[config.mk]
export PLATFORM = sky130hd
export DESIGN_NAME = idec_top
export DESIGN_NICKNAME = d
export VERILOG_FILES = /design/src/design/mips_pipe_pkg.sv /design/src/design/mips_isa_pkg.sv /design/src/design/idec_top.sv /design/src/design/idec_stage_reg.sv /design/src/design/idec_imm_gen.sv /design/src/design/idec_hazard.sv /design/src/design/idec_control.sv
export VERILOG_INCLUDE_DIRS = /design/src /design/src/design
export SDC_FILE = /design/constraint.sdc
export NUM_CORES = 1
export LEC_CHECK = 0
export BUFFER_PORTS_ARGS = -buffer_cell sky130_fd_sc_hd__buf_4
export CAP_MARGIN = 25
export CORE_ASPECT_RATIO = 1.75
export CORE_UTILIZATION = 57
export CTS_BUF_LIST = sky130_fd_sc_hd__clkbuf_4 sky130_fd_sc_hd__clkbuf_8
export CTS_CLUSTER_SIZE = 28
export DETAILED_ROUTE_END_ITERATION = 12
export PLACE_DENSITY_LB_ADDON = 0.08
export SLEW_MARGIN = 40
export SYNTH_ARGS = -nofsm -noshare
export SYNTH_HDL_FRONTEND = slang
export SYNTH_HIERARCHICAL = 1
export SYNTH_SLANG_ARGS = --single-unit
[constraint.sdc]
create_clock -name clock -period 6.6 [get_ports clock]
set_input_delay 1.32 -clock clock [delete_from_list [all_inputs] [get_ports clock]]
set_output_delay 1.32 -clock clock [all_outputs]
set_load 0.05 [all_outputs]
[src/design/idec_config.svh]
`ifndef IDEC_CONFIG_SVH
`define IDEC_CONFIG_SVH

// datapath width
`define IDEC_XLEN        32

// register file address width
`define IDEC_REG_ADDR_W  5

// opcode and funct fields share one width
`define IDEC_OPC_W       6

`define IDEC_IMM_W       16
`define IDEC_JADDR_W     26

// written by jal, bltzal and bgezal
`define IDEC_LINK_REG    31

`endif
[src/design/mips_pipe_pkg.sv]
`default_nettype none

`include "idec_config.svh"

package mips_pipe_pkg;

  typedef enum logic [3:0] {
    ALU_PASS_A = 4'd0,
    ALU_ADD,
    ALU_SUB,
    ALU_AND,
    ALU_OR,
    ALU_XOR,
    ALU_NOR,
    ALU_SLL,
    ALU_SRL,
    ALU_SRA,
    ALU_MOVZ,
    ALU_MOVN,
    ALU_LUI,
    ALU_SEB,
    ALU_SEH
  } alu_op_t;

  typedef enum logic {RES_ALU, RES_SET} alu_res_t;

  typedef enum logic [1:0] {LS_WORD, LS_BYTE, LS_HALFWORD} ls_op_t;

  typedef enum logic [2:0] {
    COND_UNCONDITIONAL = 3'd0,
    COND_EQ,
    COND_NE,
    COND_LT,
    COND_GE,
    COND_LE,
    COND_GT
  } cond_t;

  typedef enum logic [1:0] {
    FWD_NONE = 2'd0,
    FWD_FROM_EXMEM,
    FWD_FROM_MEMWB,
    FWD_FROM_MEMWB_LATE  // load data, only for late B
  } fwd_t;

  typedef struct packed {
    logic [`IDEC_REG_ADDR_W-1:0] addr;
    logic                        valid;
  } dest_t;

  typedef struct packed {
    logic [`IDEC_REG_ADDR_W-1:0] a_addr;
    logic                        a_used;
    logic [`IDEC_REG_ADDR_W-1:0] b_addr;
    logic                        b_used;
    logic                        b_late;  // store data, needed in MEM
  } src_use_t;

  // all zero is a bubble
  typedef struct packed {
    alu_op_t                     alu_op;
    alu_res_t                    alu_res_sel;
    logic                        alu_set_u;
    ls_op_t                      ls_op;
    logic                        ls_sext;
    cond_t                       branch_cond;
    logic                        alu_inst;
    logic                        load_inst;
    logic                        store_inst;
    logic                        jmp_inst;
    logic                        branch_inst;
    dest_t                       dest;
    logic [`IDEC_REG_ADDR_W-1:0] shamt;
    fwd_t                        a_fwd;
    fwd_t                        b_fwd;
    logic                        b_need_late;
    logic                        imm_valid;
  } id_ctrl_t;

  typedef struct packed {
    logic [`IDEC_XLEN-1:0] a;
    logic [`IDEC_XLEN-1:0] b;
    logic [`IDEC_XLEN-1:0] imm;
  } id_opnd_t;

endpackage

`default_nettype wire

[src/design/mips_isa_pkg.sv]
`default_nettype none

`include "idec_config.svh"

package mips_isa_pkg;

  typedef enum logic [`IDEC_OPC_W-1:0] {
    OPC_SPECIAL  = 6'h00,
    OPC_REGIMM   = 6'h01,
    OPC_J        = 6'h02,
    OPC_JAL      = 6'h03,
    OPC_BEQ      = 6'h04,
    OPC_BNE      = 6'h05,
    OPC_BLEZ     = 6'h06,
    OPC_BGTZ     = 6'h07,
    OPC_ADDI     = 6'h08,
    OPC_ADDIU    = 6'h09,
    OPC_SLTI     = 6'h0a,
    OPC_SLTIU    = 6'h0b,
    OPC_ANDI     = 6'h0c,
    OPC_ORI      = 6'h0d,
    OPC_XORI     = 6'h0e,
    OPC_LUI      = 6'h0f,
    OPC_SPECIAL2 = 6'h1c,  // no kept encodings
    OPC_SPECIAL3 = 6'h1f,
    OPC_LB       = 6'h20,
    OPC_LH       = 6'h21,
    OPC_LW       = 6'h23,
    OPC_LBU      = 6'h24,
    OPC_LHU      = 6'h25,
    OPC_SB       = 6'h28,
    OPC_SH       = 6'h29,
    OPC_SW       = 6'h2b
  } opcode_e;

  typedef enum logic [`IDEC_OPC_W-1:0] {
    FN_SLL  = 6'd0,
    FN_SRL  = 6'd2,
    FN_SRA  = 6'd3,
    FN_SLLV = 6'd4,
    FN_SRLV = 6'd6,
    FN_SRAV = 6'd7,
    FN_JR   = 6'd8,
    FN_JALR = 6'd9,
    FN_MOVZ = 6'd10,
    FN_MOVN = 6'd11,
    FN_ADD  = 6'd32,
    FN_ADDU = 6'd33,
    FN_SUB  = 6'd34,
    FN_SUBU = 6'd35,
    FN_AND  = 6'd36,
    FN_OR   = 6'd37,
    FN_XOR  = 6'd38,
    FN_NOR  = 6'd39,
    FN_SLT  = 6'd42,
    FN_SLTU = 6'd43
  } funct_e;

  // rt field under REGIMM
  typedef enum logic [`IDEC_REG_ADDR_W-1:0] {
    RI_BLTZ   = 5'h00,
    RI_BGEZ   = 5'h01,
    RI_BLTZAL = 5'h10,
    RI_BGEZAL = 5'h11
  } regimm_e;

  // bshfl group under SPECIAL3, sub-op sits in shamt
  localparam logic [`IDEC_OPC_W-1:0]      BSHFL_FUNCT = 6'd32;
  localparam logic [`IDEC_REG_ADDR_W-1:0] SEB_SA      = 5'd16;
  localparam logic [`IDEC_REG_ADDR_W-1:0] SEH_SA      = 5'd24;

  typedef struct packed {
    logic [`IDEC_OPC_W-1:0]      opc;
    logic [`IDEC_REG_ADDR_W-1:0] rs;
    logic [`IDEC_REG_ADDR_W-1:0] rt;
    logic [`IDEC_REG_ADDR_W-1:0] rd;
    logic [`IDEC_REG_ADDR_W-1:0] shamt;
    logic [`IDEC_OPC_W-1:0]      funct;
  } inst_fields_t;

endpackage

`default_nettype wire

[src/design/idec_top.sv]
`timescale 1ns/1ps
`default_nettype none

`include "idec_config.svh"

module idec_top (
  input  logic                        clock,
  input  logic                        arst_n,
  input  logic [`IDEC_XLEN-1:0]       inst_word,
  input  logic [`IDEC_XLEN-1:0]       pc_plus_4,
  input  logic [`IDEC_XLEN-1:0]       rf_rd_data1,
  input  logic [`IDEC_XLEN-1:0]       rf_rd_data2,
  input  mips_pipe_pkg::dest_t        ex_mem_dest,
  output logic [`IDEC_REG_ADDR_W-1:0] rf_rd_addr1,
  output logic [`IDEC_REG_ADDR_W-1:0] rf_rd_addr2,
  output logic                        stall,
  output mips_pipe_pkg::id_ctrl_t     ex_ctrl,
  output mips_pipe_pkg::id_opnd_t     ex_opnd
);

  mips_isa_pkg::inst_fields_t fields;
  mips_pipe_pkg::id_ctrl_t    ctrl_dec;
  mips_pipe_pkg::id_ctrl_t    ctrl_d;
  mips_pipe_pkg::id_opnd_t    opnd_d;
  mips_pipe_pkg::src_use_t    src_use;
  mips_pipe_pkg::fwd_t        a_fwd;
  mips_pipe_pkg::fwd_t        b_fwd;
  logic                       imm_sext;
  logic [`IDEC_XLEN-1:0]      imm;

  assign fields = inst_word;

  // raw rs/rt, unused reads are harmless
  assign rf_rd_addr1 = fields.rs;
  assign rf_rd_addr2 = fields.rt;

  idec_control u_control (
    .inst_word (inst_word),
    .ctrl_dec  (ctrl_dec),
    .src_use   (src_use),
    .imm_sext  (imm_sext)
  );

  idec_hazard u_hazard (
    .src_use     (src_use),
    .ex_dest     (ex_ctrl.dest),  // instruction now in EX
    .ex_load     (ex_ctrl.load_inst),
    .ex_mem_dest (ex_mem_dest),
    .a_fwd       (a_fwd),
    .b_fwd       (b_fwd),
    .stall       (stall)
  );

  idec_imm_gen u_imm_gen (
    .inst_word (inst_word),
    .pc_plus_4 (pc_plus_4),
    .jmp       (ctrl_dec.jmp_inst),
    .branch    (ctrl_dec.branch_inst),
    .imm_sext  (imm_sext),
    .imm       (imm)
  );

  always_comb begin
    ctrl_d       = ctrl_dec;
    ctrl_d.a_fwd = a_fwd;
    ctrl_d.b_fwd = b_fwd;
  end

  assign opnd_d = '{a: rf_rd_data1, b: rf_rd_data2, imm: imm};

  idec_stage_reg #(.payload_t(mips_pipe_pkg::id_ctrl_t)) u_ctrl_reg (
    .clock  (clock),
    .arst_n (arst_n),
    .bubble (stall),
    .d      (ctrl_d),
    .q      (ex_ctrl)
  );

  idec_stage_reg #(.payload_t(mips_pipe_pkg::id_opnd_t)) u_opnd_reg (
    .clock  (clock),
    .arst_n (arst_n),
    .bubble (stall),
    .d      (opnd_d),
    .q      (ex_opnd)
  );

endmodule

`default_nettype wire

[src/design/idec_stage_reg.sv]
`timescale 1ns/1ps
`default_nettype none

`include "idec_config.svh"

module idec_stage_reg #(
  parameter type payload_t = logic [`IDEC_XLEN-1:0]
) (
  input  logic     clock,
  input  logic     arst_n,
  input  logic     bubble,
  input  payload_t d,
  output payload_t q
);

  always_ff @(posedge clock or negedge arst_n) begin
    if (!arst_n) begin
      q <= '0;
    end else if (bubble) begin
      q <= '0;  // zero payload is a no-op
    end else begin
      q <= d;
    end
  end

endmodule

`default_nettype wire

[src/design/idec_imm_gen.sv]
`timescale 1ns/1ps
`default_nettype none

`include "idec_config.svh"

module idec_imm_gen (
  input  logic [`IDEC_XLEN-1:0] inst_word,
  input  logic [`IDEC_XLEN-1:0] pc_plus_4,
  input  logic                  jmp,
  input  logic                  branch,
  input  logic                  imm_sext,
  output logic [`IDEC_XLEN-1:0] imm
);

  logic [`IDEC_IMM_W-1:0]   imm16;
  logic [`IDEC_JADDR_W-1:0] jidx;
  logic [`IDEC_XLEN-1:0]    sext;
  logic [`IDEC_XLEN-1:0]    zext;

  assign imm16 = inst_word[`IDEC_IMM_W-1:0];
  assign jidx  = inst_word[`IDEC_JADDR_W-1:0];
  assign sext  = {{(`IDEC_XLEN-`IDEC_IMM_W){imm16[`IDEC_IMM_W-1]}}, imm16};
  assign zext  = {{(`IDEC_XLEN-`IDEC_IMM_W){1'b0}}, imm16};

  always_comb begin
    if (jmp)
      imm = {pc_plus_4[`IDEC_XLEN-1 -: 4], jidx, 2'b00};  // region of the delay slot
    else if (branch)
      imm = pc_plus_4 + {sext[`IDEC_XLEN-3:0], 2'b00};  // word offset
    else
      imm = imm_sext ? sext : zext;
  end

endmodule

`default_nettype wire

[src/design/idec_hazard.sv]
`timescale 1ns/1ps
`default_nettype none

`include "idec_config.svh"

module idec_hazard (
  input  mips_pipe_pkg::src_use_t src_use,
  input  mips_pipe_pkg::dest_t    ex_dest,
  input  logic                    ex_load,
  input  mips_pipe_pkg::dest_t    ex_mem_dest,
  output mips_pipe_pkg::fwd_t     a_fwd,
  output mips_pipe_pkg::fwd_t     b_fwd,
  output logic                    stall
);

  logic a_hit_ex;
  logic a_hit_mem;
  logic b_hit_ex;
  logic b_hit_mem;

  function automatic logic hit(input logic                        used,
                               input logic [`IDEC_REG_ADDR_W-1:0] addr,
                               input mips_pipe_pkg::dest_t        dest);
    return used && dest.valid && (addr == dest.addr);
  endfunction

  assign a_hit_ex  = hit(src_use.a_used, src_use.a_addr, ex_dest);
  assign a_hit_mem = hit(src_use.a_used, src_use.a_addr, ex_mem_dest);
  assign b_hit_ex  = hit(src_use.b_used, src_use.b_addr, ex_dest);
  assign b_hit_mem = hit(src_use.b_used, src_use.b_addr, ex_mem_dest);

  // youngest producer wins
  assign a_fwd = a_hit_ex  ? mips_pipe_pkg::FWD_FROM_EXMEM :
                 a_hit_mem ? mips_pipe_pkg::FWD_FROM_MEMWB :
                             mips_pipe_pkg::FWD_NONE;

  assign b_fwd = b_hit_ex  ? (ex_load ? mips_pipe_pkg::FWD_FROM_MEMWB_LATE
                                      : mips_pipe_pkg::FWD_FROM_EXMEM) :
                 b_hit_mem ? mips_pipe_pkg::FWD_FROM_MEMWB :
                             mips_pipe_pkg::FWD_NONE;

  // load result not ready for EX, store data can wait for MEM
  assign stall = ex_load && (a_hit_ex || (b_hit_ex && !src_use.b_late));

endmodule

`default_nettype wire

[src/design/idec_control.sv]
`timescale 1ns/1ps
`default_nettype none

`include "idec_config.svh"

module idec_control (
  input  logic [`IDEC_XLEN-1:0]   inst_word,
  output mips_pipe_pkg::id_ctrl_t ctrl_dec,
  output mips_pipe_pkg::src_use_t src_use,
  output logic                    imm_sext
);

  mips_isa_pkg::inst_fields_t f;
  logic                       known;

  assign f = inst_word;

  always_comb begin
    ctrl_dec           = '0;
    src_use            = '0;
    src_use.a_addr     = f.rs;
    src_use.b_addr     = f.rt;
    ctrl_dec.dest.addr = f.rt;
    imm_sext           = 1'b0;
    known              = 1'b1;

    case (f.opc)
      mips_isa_pkg::OPC_SPECIAL: begin
        ctrl_dec.alu_inst = 1'b1;
        ctrl_dec.shamt    = f.shamt;
        ctrl_dec.dest     = '{addr: f.rd, valid: 1'b1};
        src_use.a_used    = !(f.funct inside {mips_isa_pkg::FN_SLL, mips_isa_pkg::FN_SRL,
                                              mips_isa_pkg::FN_SRA});  // shamt forms
        src_use.b_used    = 1'b1;
        case (f.funct)
          mips_isa_pkg::FN_SLL, mips_isa_pkg::FN_SLLV: ctrl_dec.alu_op = mips_pipe_pkg::ALU_SLL;
          mips_isa_pkg::FN_SRL, mips_isa_pkg::FN_SRLV: ctrl_dec.alu_op = mips_pipe_pkg::ALU_SRL;
          mips_isa_pkg::FN_SRA, mips_isa_pkg::FN_SRAV: ctrl_dec.alu_op = mips_pipe_pkg::ALU_SRA;
          mips_isa_pkg::FN_MOVZ: ctrl_dec.alu_op = mips_pipe_pkg::ALU_MOVZ;
          mips_isa_pkg::FN_MOVN: ctrl_dec.alu_op = mips_pipe_pkg::ALU_MOVN;
          mips_isa_pkg::FN_ADD, mips_isa_pkg::FN_ADDU: ctrl_dec.alu_op = mips_pipe_pkg::ALU_ADD;
          mips_isa_pkg::FN_SUB, mips_isa_pkg::FN_SUBU: ctrl_dec.alu_op = mips_pipe_pkg::ALU_SUB;
          mips_isa_pkg::FN_AND: ctrl_dec.alu_op = mips_pipe_pkg::ALU_AND;
          mips_isa_pkg::FN_OR:  ctrl_dec.alu_op = mips_pipe_pkg::ALU_OR;
          mips_isa_pkg::FN_XOR: ctrl_dec.alu_op = mips_pipe_pkg::ALU_XOR;
          mips_isa_pkg::FN_NOR: ctrl_dec.alu_op = mips_pipe_pkg::ALU_NOR;
          mips_isa_pkg::FN_SLT, mips_isa_pkg::FN_SLTU: begin
            ctrl_dec.alu_op      = mips_pipe_pkg::ALU_SUB;
            ctrl_dec.alu_res_sel = mips_pipe_pkg::RES_SET;
            ctrl_dec.alu_set_u   = f.funct[0];  // sltu
          end
          mips_isa_pkg::FN_JR, mips_isa_pkg::FN_JALR: begin
            ctrl_dec.alu_inst   = 1'b0;
            ctrl_dec.jmp_inst   = 1'b1;
            ctrl_dec.dest.valid = f.funct[0];  // jalr links to rd
            src_use.b_used      = 1'b0;
          end
          default: known = 1'b0;
        endcase
      end

      mips_isa_pkg::OPC_REGIMM: begin
        ctrl_dec.branch_inst = 1'b1;
        ctrl_dec.dest        = '{addr: `IDEC_LINK_REG, valid: f.rt[4]};  // al forms
        src_use.a_used       = 1'b1;
        case (f.rt)
          mips_isa_pkg::RI_BLTZ, mips_isa_pkg::RI_BLTZAL:
            ctrl_dec.branch_cond = mips_pipe_pkg::COND_LT;
          mips_isa_pkg::RI_BGEZ, mips_isa_pkg::RI_BGEZAL:
            ctrl_dec.branch_cond = mips_pipe_pkg::COND_GE;
          default: known = 1'b0;
        endcase
      end

      mips_isa_pkg::OPC_J, mips_isa_pkg::OPC_JAL: begin
        ctrl_dec.jmp_inst = 1'b1;
        ctrl_dec.dest     = '{addr: `IDEC_LINK_REG, valid: f.opc[0]};
      end

      mips_isa_pkg::OPC_BEQ, mips_isa_pkg::OPC_BNE: begin
        ctrl_dec.branch_inst = 1'b1;
        ctrl_dec.branch_cond = f.opc[0] ? mips_pipe_pkg::COND_NE : mips_pipe_pkg::COND_EQ;
        src_use.a_used       = 1'b1;
        src_use.b_used       = 1'b1;
      end

      mips_isa_pkg::OPC_BLEZ, mips_isa_pkg::OPC_BGTZ: begin
        ctrl_dec.branch_inst = 1'b1;
        ctrl_dec.branch_cond = f.opc[0] ? mips_pipe_pkg::COND_GT : mips_pipe_pkg::COND_LE;
        src_use.a_used       = 1'b1;
      end

      mips_isa_pkg::OPC_ADDI, mips_isa_pkg::OPC_ADDIU: begin
        ctrl_dec.alu_op = mips_pipe_pkg::ALU_ADD;
        imm_sext        = 1'b1;
      end

      mips_isa_pkg::OPC_SLTI, mips_isa_pkg::OPC_SLTIU: begin
        ctrl_dec.alu_op      = mips_pipe_pkg::ALU_SUB;
        ctrl_dec.alu_res_sel = mips_pipe_pkg::RES_SET;
        ctrl_dec.alu_set_u   = f.opc[0];
        imm_sext             = 1'b1;
      end

      mips_isa_pkg::OPC_ANDI: ctrl_dec.alu_op = mips_pipe_pkg::ALU_AND;
      mips_isa_pkg::OPC_ORI:  ctrl_dec.alu_op = mips_pipe_pkg::ALU_OR;
      mips_isa_pkg::OPC_XORI: ctrl_dec.alu_op = mips_pipe_pkg::ALU_XOR;
      mips_isa_pkg::OPC_LUI:  ctrl_dec.alu_op = mips_pipe_pkg::ALU_LUI;

      mips_isa_pkg::OPC_SPECIAL3: begin
        ctrl_dec.alu_inst = 1'b1;
        ctrl_dec.dest     = '{addr: f.rd, valid: 1'b1};
        src_use.b_used    = 1'b1;
        if (f.funct == mips_isa_pkg::BSHFL_FUNCT && f.shamt == mips_isa_pkg::SEB_SA)
          ctrl_dec.alu_op = mips_pipe_pkg::ALU_SEB;
        else if (f.funct == mips_isa_pkg::BSHFL_FUNCT && f.shamt == mips_isa_pkg::SEH_SA)
          ctrl_dec.alu_op = mips_pipe_pkg::ALU_SEH;
        else
          known = 1'b0;
      end

      mips_isa_pkg::OPC_LB, mips_isa_pkg::OPC_LH, mips_isa_pkg::OPC_LW,
      mips_isa_pkg::OPC_LBU, mips_isa_pkg::OPC_LHU: begin
        ctrl_dec.load_inst  = 1'b1;
        ctrl_dec.ls_sext    = f.opc inside {mips_isa_pkg::OPC_LB, mips_isa_pkg::OPC_LH};
        ctrl_dec.dest.valid = 1'b1;
      end

      mips_isa_pkg::OPC_SB, mips_isa_pkg::OPC_SH, mips_isa_pkg::OPC_SW: begin
        ctrl_dec.store_inst  = 1'b1;
        ctrl_dec.b_need_late = 1'b1;
        src_use.b_used       = 1'b1;
        src_use.b_late       = 1'b1;
      end

      default: known = 1'b0;
    endcase

    // immediate alu forms, lui reads no register
    if (f.opc inside {[mips_isa_pkg::OPC_ADDI : mips_isa_pkg::OPC_LUI]}) begin
      ctrl_dec.alu_inst   = 1'b1;
      ctrl_dec.dest.valid = 1'b1;
      src_use.a_used      = (f.opc != mips_isa_pkg::OPC_LUI);
    end

    // address add for loads and stores, size from low opcode bits
    if (ctrl_dec.load_inst || ctrl_dec.store_inst) begin
      ctrl_dec.alu_op = mips_pipe_pkg::ALU_ADD;
      imm_sext        = 1'b1;
      src_use.a_used  = 1'b1;
      ctrl_dec.ls_op  = (f.opc[1:0] == 2'b00) ? mips_pipe_pkg::LS_BYTE :
                        (f.opc[1:0] == 2'b01) ? mips_pipe_pkg::LS_HALFWORD :
                                                mips_pipe_pkg::LS_WORD;
    end

    if (ctrl_dec.dest.addr == '0)
      ctrl_dec.dest.valid = 1'b0;  // $0 is never written

    if (!known) begin
      ctrl_dec = '0;
      src_use  = '0;
      imm_sext = 1'b0;
    end

    ctrl_dec.imm_valid = !(f.opc inside {mips_isa_pkg::OPC_SPECIAL, mips_isa_pkg::OPC_SPECIAL2,
                                         mips_isa_pkg::OPC_SPECIAL3});
  end

endmodule

`default_nettype wire

After elaboration in Yosys (flattened, before gate mapping):

Index checks and enable logic that the tools add are counted.

* register bits after elaboration: 130
* bits in latches: 0
* bits in writable memories: 0
* ROM bits: 0
* input port bits: 136
* output and inout port bits: 141
* logic and storage cells: 183
* memories: 0

* $add $sub $neg: 1
* multiply operators: 0
* div/mod/pow operators: 0
* magnitude comparators: 2
* equality and inequality tests: 55
* shift operators: 0
* mux-type cells: 53
* bitwise logic cells: 0
* reduce and logical (&&, ||, !) cells: 51

Operator list (number)
* equality test 6 bit, second input constant: 18
* two-way mux 32 bit: 3
* two-way mux 96 bit: 1
* equality test 6 x 4 -> 1 bit, second input constant: 12
* two-way mux 34 bit: 2
* one-hot mux 4 bit (11 select lines): 1
* equality test 6 x 3 -> 1 bit, second input constant: 7
* adder 32 bit: 1
* one-hot mux 4 bit (8 select lines): 1
* OR reduction 2 bit: 14
* equality test 6 x 2 -> 1 bit, second input constant: 4
* two-way mux 2 bit: 11
* OR reduction 22 bit: 1
* equality test 5 bit: 4
* equality test 5 bit, second input constant: 4
* OR reduction 20 bit: 1
* two-way mux 1 bit: 19
* logical AND 1 bit: 13
* two-way mux 13 bit: 1
* equality test 6 x 5 -> 1 bit, second input constant: 2
* zero test 6 bit: 2
* two-way mux 4 bit: 3
* OR reduction 4 bit: 3
* OR reduction 6 bit: 2
* 21 further kinds: 32

Depth between registers and ports, before layout:

* depth in word-level cells: 13
* gate-level depth with buffers: 16
* mapped depth without buffers: 13

Cells and area by module:

The synthesis kept the hierarchy.

By module, submodules not included
* idec_stage_reg at u_opnd_reg: instances 1, cells an instance 202, area an instance 3080.5 sq um, seq. area each 2402.3 sq um
* idec_imm_gen: instances 1, cells an instance 357, area an instance 2409.8 sq um, seq. area each 0.0 sq um
* idec_control: instances 1, cells an instance 182, area an instance 1121.1 sq um, seq. area each 0.0 sq um
* idec_stage_reg at u_ctrl_reg: instances 1, cells an instance 71, area an instance 1107.3 sq um, seq. area each 850.8 sq um
* idec_hazard: instances 1, cells an instance 37, area an instance 279.0 sq um, seq. area each 0.0 sq um
* idec_top: instances 1, cells an instance 10, area an instance 75.1 sq um, seq. area each 0.0 sq um

Worst setup path after synthesis:

No wires, ideal clock.

* kind: input to output
* start: input inst_word[5]
* end: output stall
* arrival time: 4.455 ns
* required time: 5.280 ns
* path slack: 0.825 ns
* stages on the path: 11
* buffers on the path: 2
* cells stage by stage: clkbuf_1 nor4b_2 nor4_1 o21a_1 a211oi_1 buf_2 nor2b_1 xor2_1 nor4_1 nand4_1 o2bb2ai_1

RTL lines
* start, declared: line idec_top.sv:9 `` input logic [`IDEC_XLEN-1:0] inst_word, ``
* end, declared: line idec_top.sv:16 `output logic stall,`

==> flow_metrics.env <==
export IMPL_status="completed"
export IMPL_cts_root_buf="clkbuf_8"
export IMPL_num_rows=57
export IMPL_hpwl_mm=17.46
export IMPL_holdWs_ns=0.7407
export IMPL_yosysWarnings=6
export IMPL_cap_violations=0
export IMPL_cts_tree="built"
export IMPL_slew_violations=0
export IMPL_die_width_um=91.77
export IMPL_gr_total_overflow=0
export IMPL_setup_viol=0
export IMPL_syn_inst=854
export IMPL_cp_end_kind="primary output"
export IMPL_clock_path_buffers=2
export IMPL_setup_tns_ns=0
export IMPL_dp_cells=1249
export IMPL_htree_levels=4
export IMPL_num_vias=7423
export IMPL_crit_fanout=18
export IMPL_dr_pass1_iters=5
export IMPL_final_layout_size_suffix_gt1_share_pct=31.88
export IMPL_layout_common_cells="buf_4, nor2b_1, dfrtp_1"
export IMPL_drcViolationCount=0
export IMPL_syn_area_um2=8039
export IMPL_min_period_over_period_pct=84.51
export IMPL_routedWlPerCell_um=17.99
export IMPL_viasPerCell=5.795
export IMPL_slew_headroom_pct=51.57
export IMPL_cp_arrival_ns=4.26
export IMPL_syn_to_final_growth_pct=29.25
export IMPL_track_usage_pct=31.96
export IMPL_syn_avg_cell_area_um2=9.413
export IMPL_regArea_um2=3253
export IMPL_core_area_um2=13840
export IMPL_port_buffers=276
export IMPL_fill_cells=1099
export IMPL_path_class="in2out"
export IMPL_synth_fp_nets=1020
export IMPL_hold_path_class="reg2reg"
export IMPL_fin_cells=1281
export IMPL_layout_commonest_cell="buf_4"
export IMPL_clk_pin_slew_ns=0.09
export IMPL_hold_buffers=0
export IMPL_antenna_found_initial=0
export IMPL_startpoint_type="input port"
export IMPL_post_cts_setup_buffers=0
export IMPL_period_minus_slack_ns=5.578
export IMPL_clkLatencyLatePin_ns=0.43
export IMPL_start_util_pct=58.10
export IMPL_grt_pass1_vias=7203
export IMPL_rsz0062_at_grt="no"
export IMPL_p_leak_nw=4.924
export IMPL_cellPowerDensity_nw_per_um2=210.0
export IMPL_num_antenna_cells=0
export IMPL_drt_initial_drc_count=463
export IMPL_wl_mm=23.04
export IMPL_grt_max_degree=82
export IMPL_finClkSkew_ns=0.01418
export IMPL_numCtsBuffers=17
export IMPL_gp_congestion=0.9132
export IMPL_clock_sinks=130
export IMPL_dieArea_um2=14600
export IMPL_cp_required_ns=5.28
export IMPL_worst_pin_slew_ns=0.7251
export IMPL_die_h_um=159.1
export IMPL_io_pins=277
export IMPL_peakVddDrop_v=0.0001306
export IMPL_finalHoldViolCount=0
export IMPL_fin_nets=1257
export IMPL_fmax_ghz=0.1793
export IMPL_postRouteAntennaNets=0
export IMPL_cts_repair_resized=0
export IMPL_multi_input_area_um2=4328
export IMPL_grt_pass1_wl_mm=36.20
export IMPL_total_power_mw=2.182
## power breakdown
part / switching, mW / internal [mW]
logic: 0.388 / 0.235
registers: 0.0151 / 0.833
clock network: 0.352 / 0.358
## layout make-up
type / count / share of cell area, %
clock buffers: 18 / 2.384
clock inverters: 14 / 1.638
inverters: 13 / 0.4697
multi-input cells: 647 / 41.65
flip-flops and latches: 130 / 31.31
well taps: 177 / 2.131
repair buffers: 282 / 20.41
## routing by layer
| metal | vias to the layer above | track usage, % | share of wire (%) |
|---|---|---|---|
| met3 | 90 | 4.489 | 6.0 |
| met2 | 366 | 59.67 | 54 |
| met5 | - | 0 | 0 |
| li1 | 3453 | - | - |
| met1 | 3514 | 33.75 | 35 |
| met4 | 0 | 17.68 | 5.3 |
## worst paths after layout
path / from / endpoint / slack (ns) / cells after the start
max: inst_word[1] / stall / 1.02 / 11
min: u_ctrl_reg/q[11] / u_ctrl_reg/q[4] / 0.74 / 3
max reg2reg: u_ctrl_reg/q[15] / u_ctrl_reg/q[31] / 3.55 / 7
min reg2reg: u_ctrl_reg/q[11] / u_ctrl_reg/q[4] / 0.74 / 3
max in group asynchronous: arst_n / u_opnd_reg/q[59] / 4.57 / 2
min in group asynchronous: arst_n / u_opnd_reg/q[47] / 0.92 / 1
## critical path, stage by stage
cell       delay, ns
buf_4           0.18
nor4b_2         0.44
nor4_1          0.13
o21a_1          0.19
a211oi_2        0.58
nor2b_1         0.19
xor2_1          0.18
nor4_1          0.28
nand4_1         0.27
o2bb2ai_4       0.26
buf_4           0.23
## flip-flops by register name, summed over array words and instances (netlist names)
register	cells
u_opnd_reg/q	96
u_ctrl_reg/q	34
## through the flow
| step | cell area, µm² | util (%) | setup slack [ns] |
|---|---|---|---|
| floorplan | 8039 | - | 0.8249 |
| global placement | 9972 | 72.07 | 1.038 |
| detailed placement | 9972 | 72.07 | 0.9065 |
| CTS | 10390 | 75.10 | 0.9858 |
| global route | 10390 | 75.10 | 0.8319 |
| finish | 10390 | 75.10 | 1.022 |
Power figures use the tool's default switching activity.
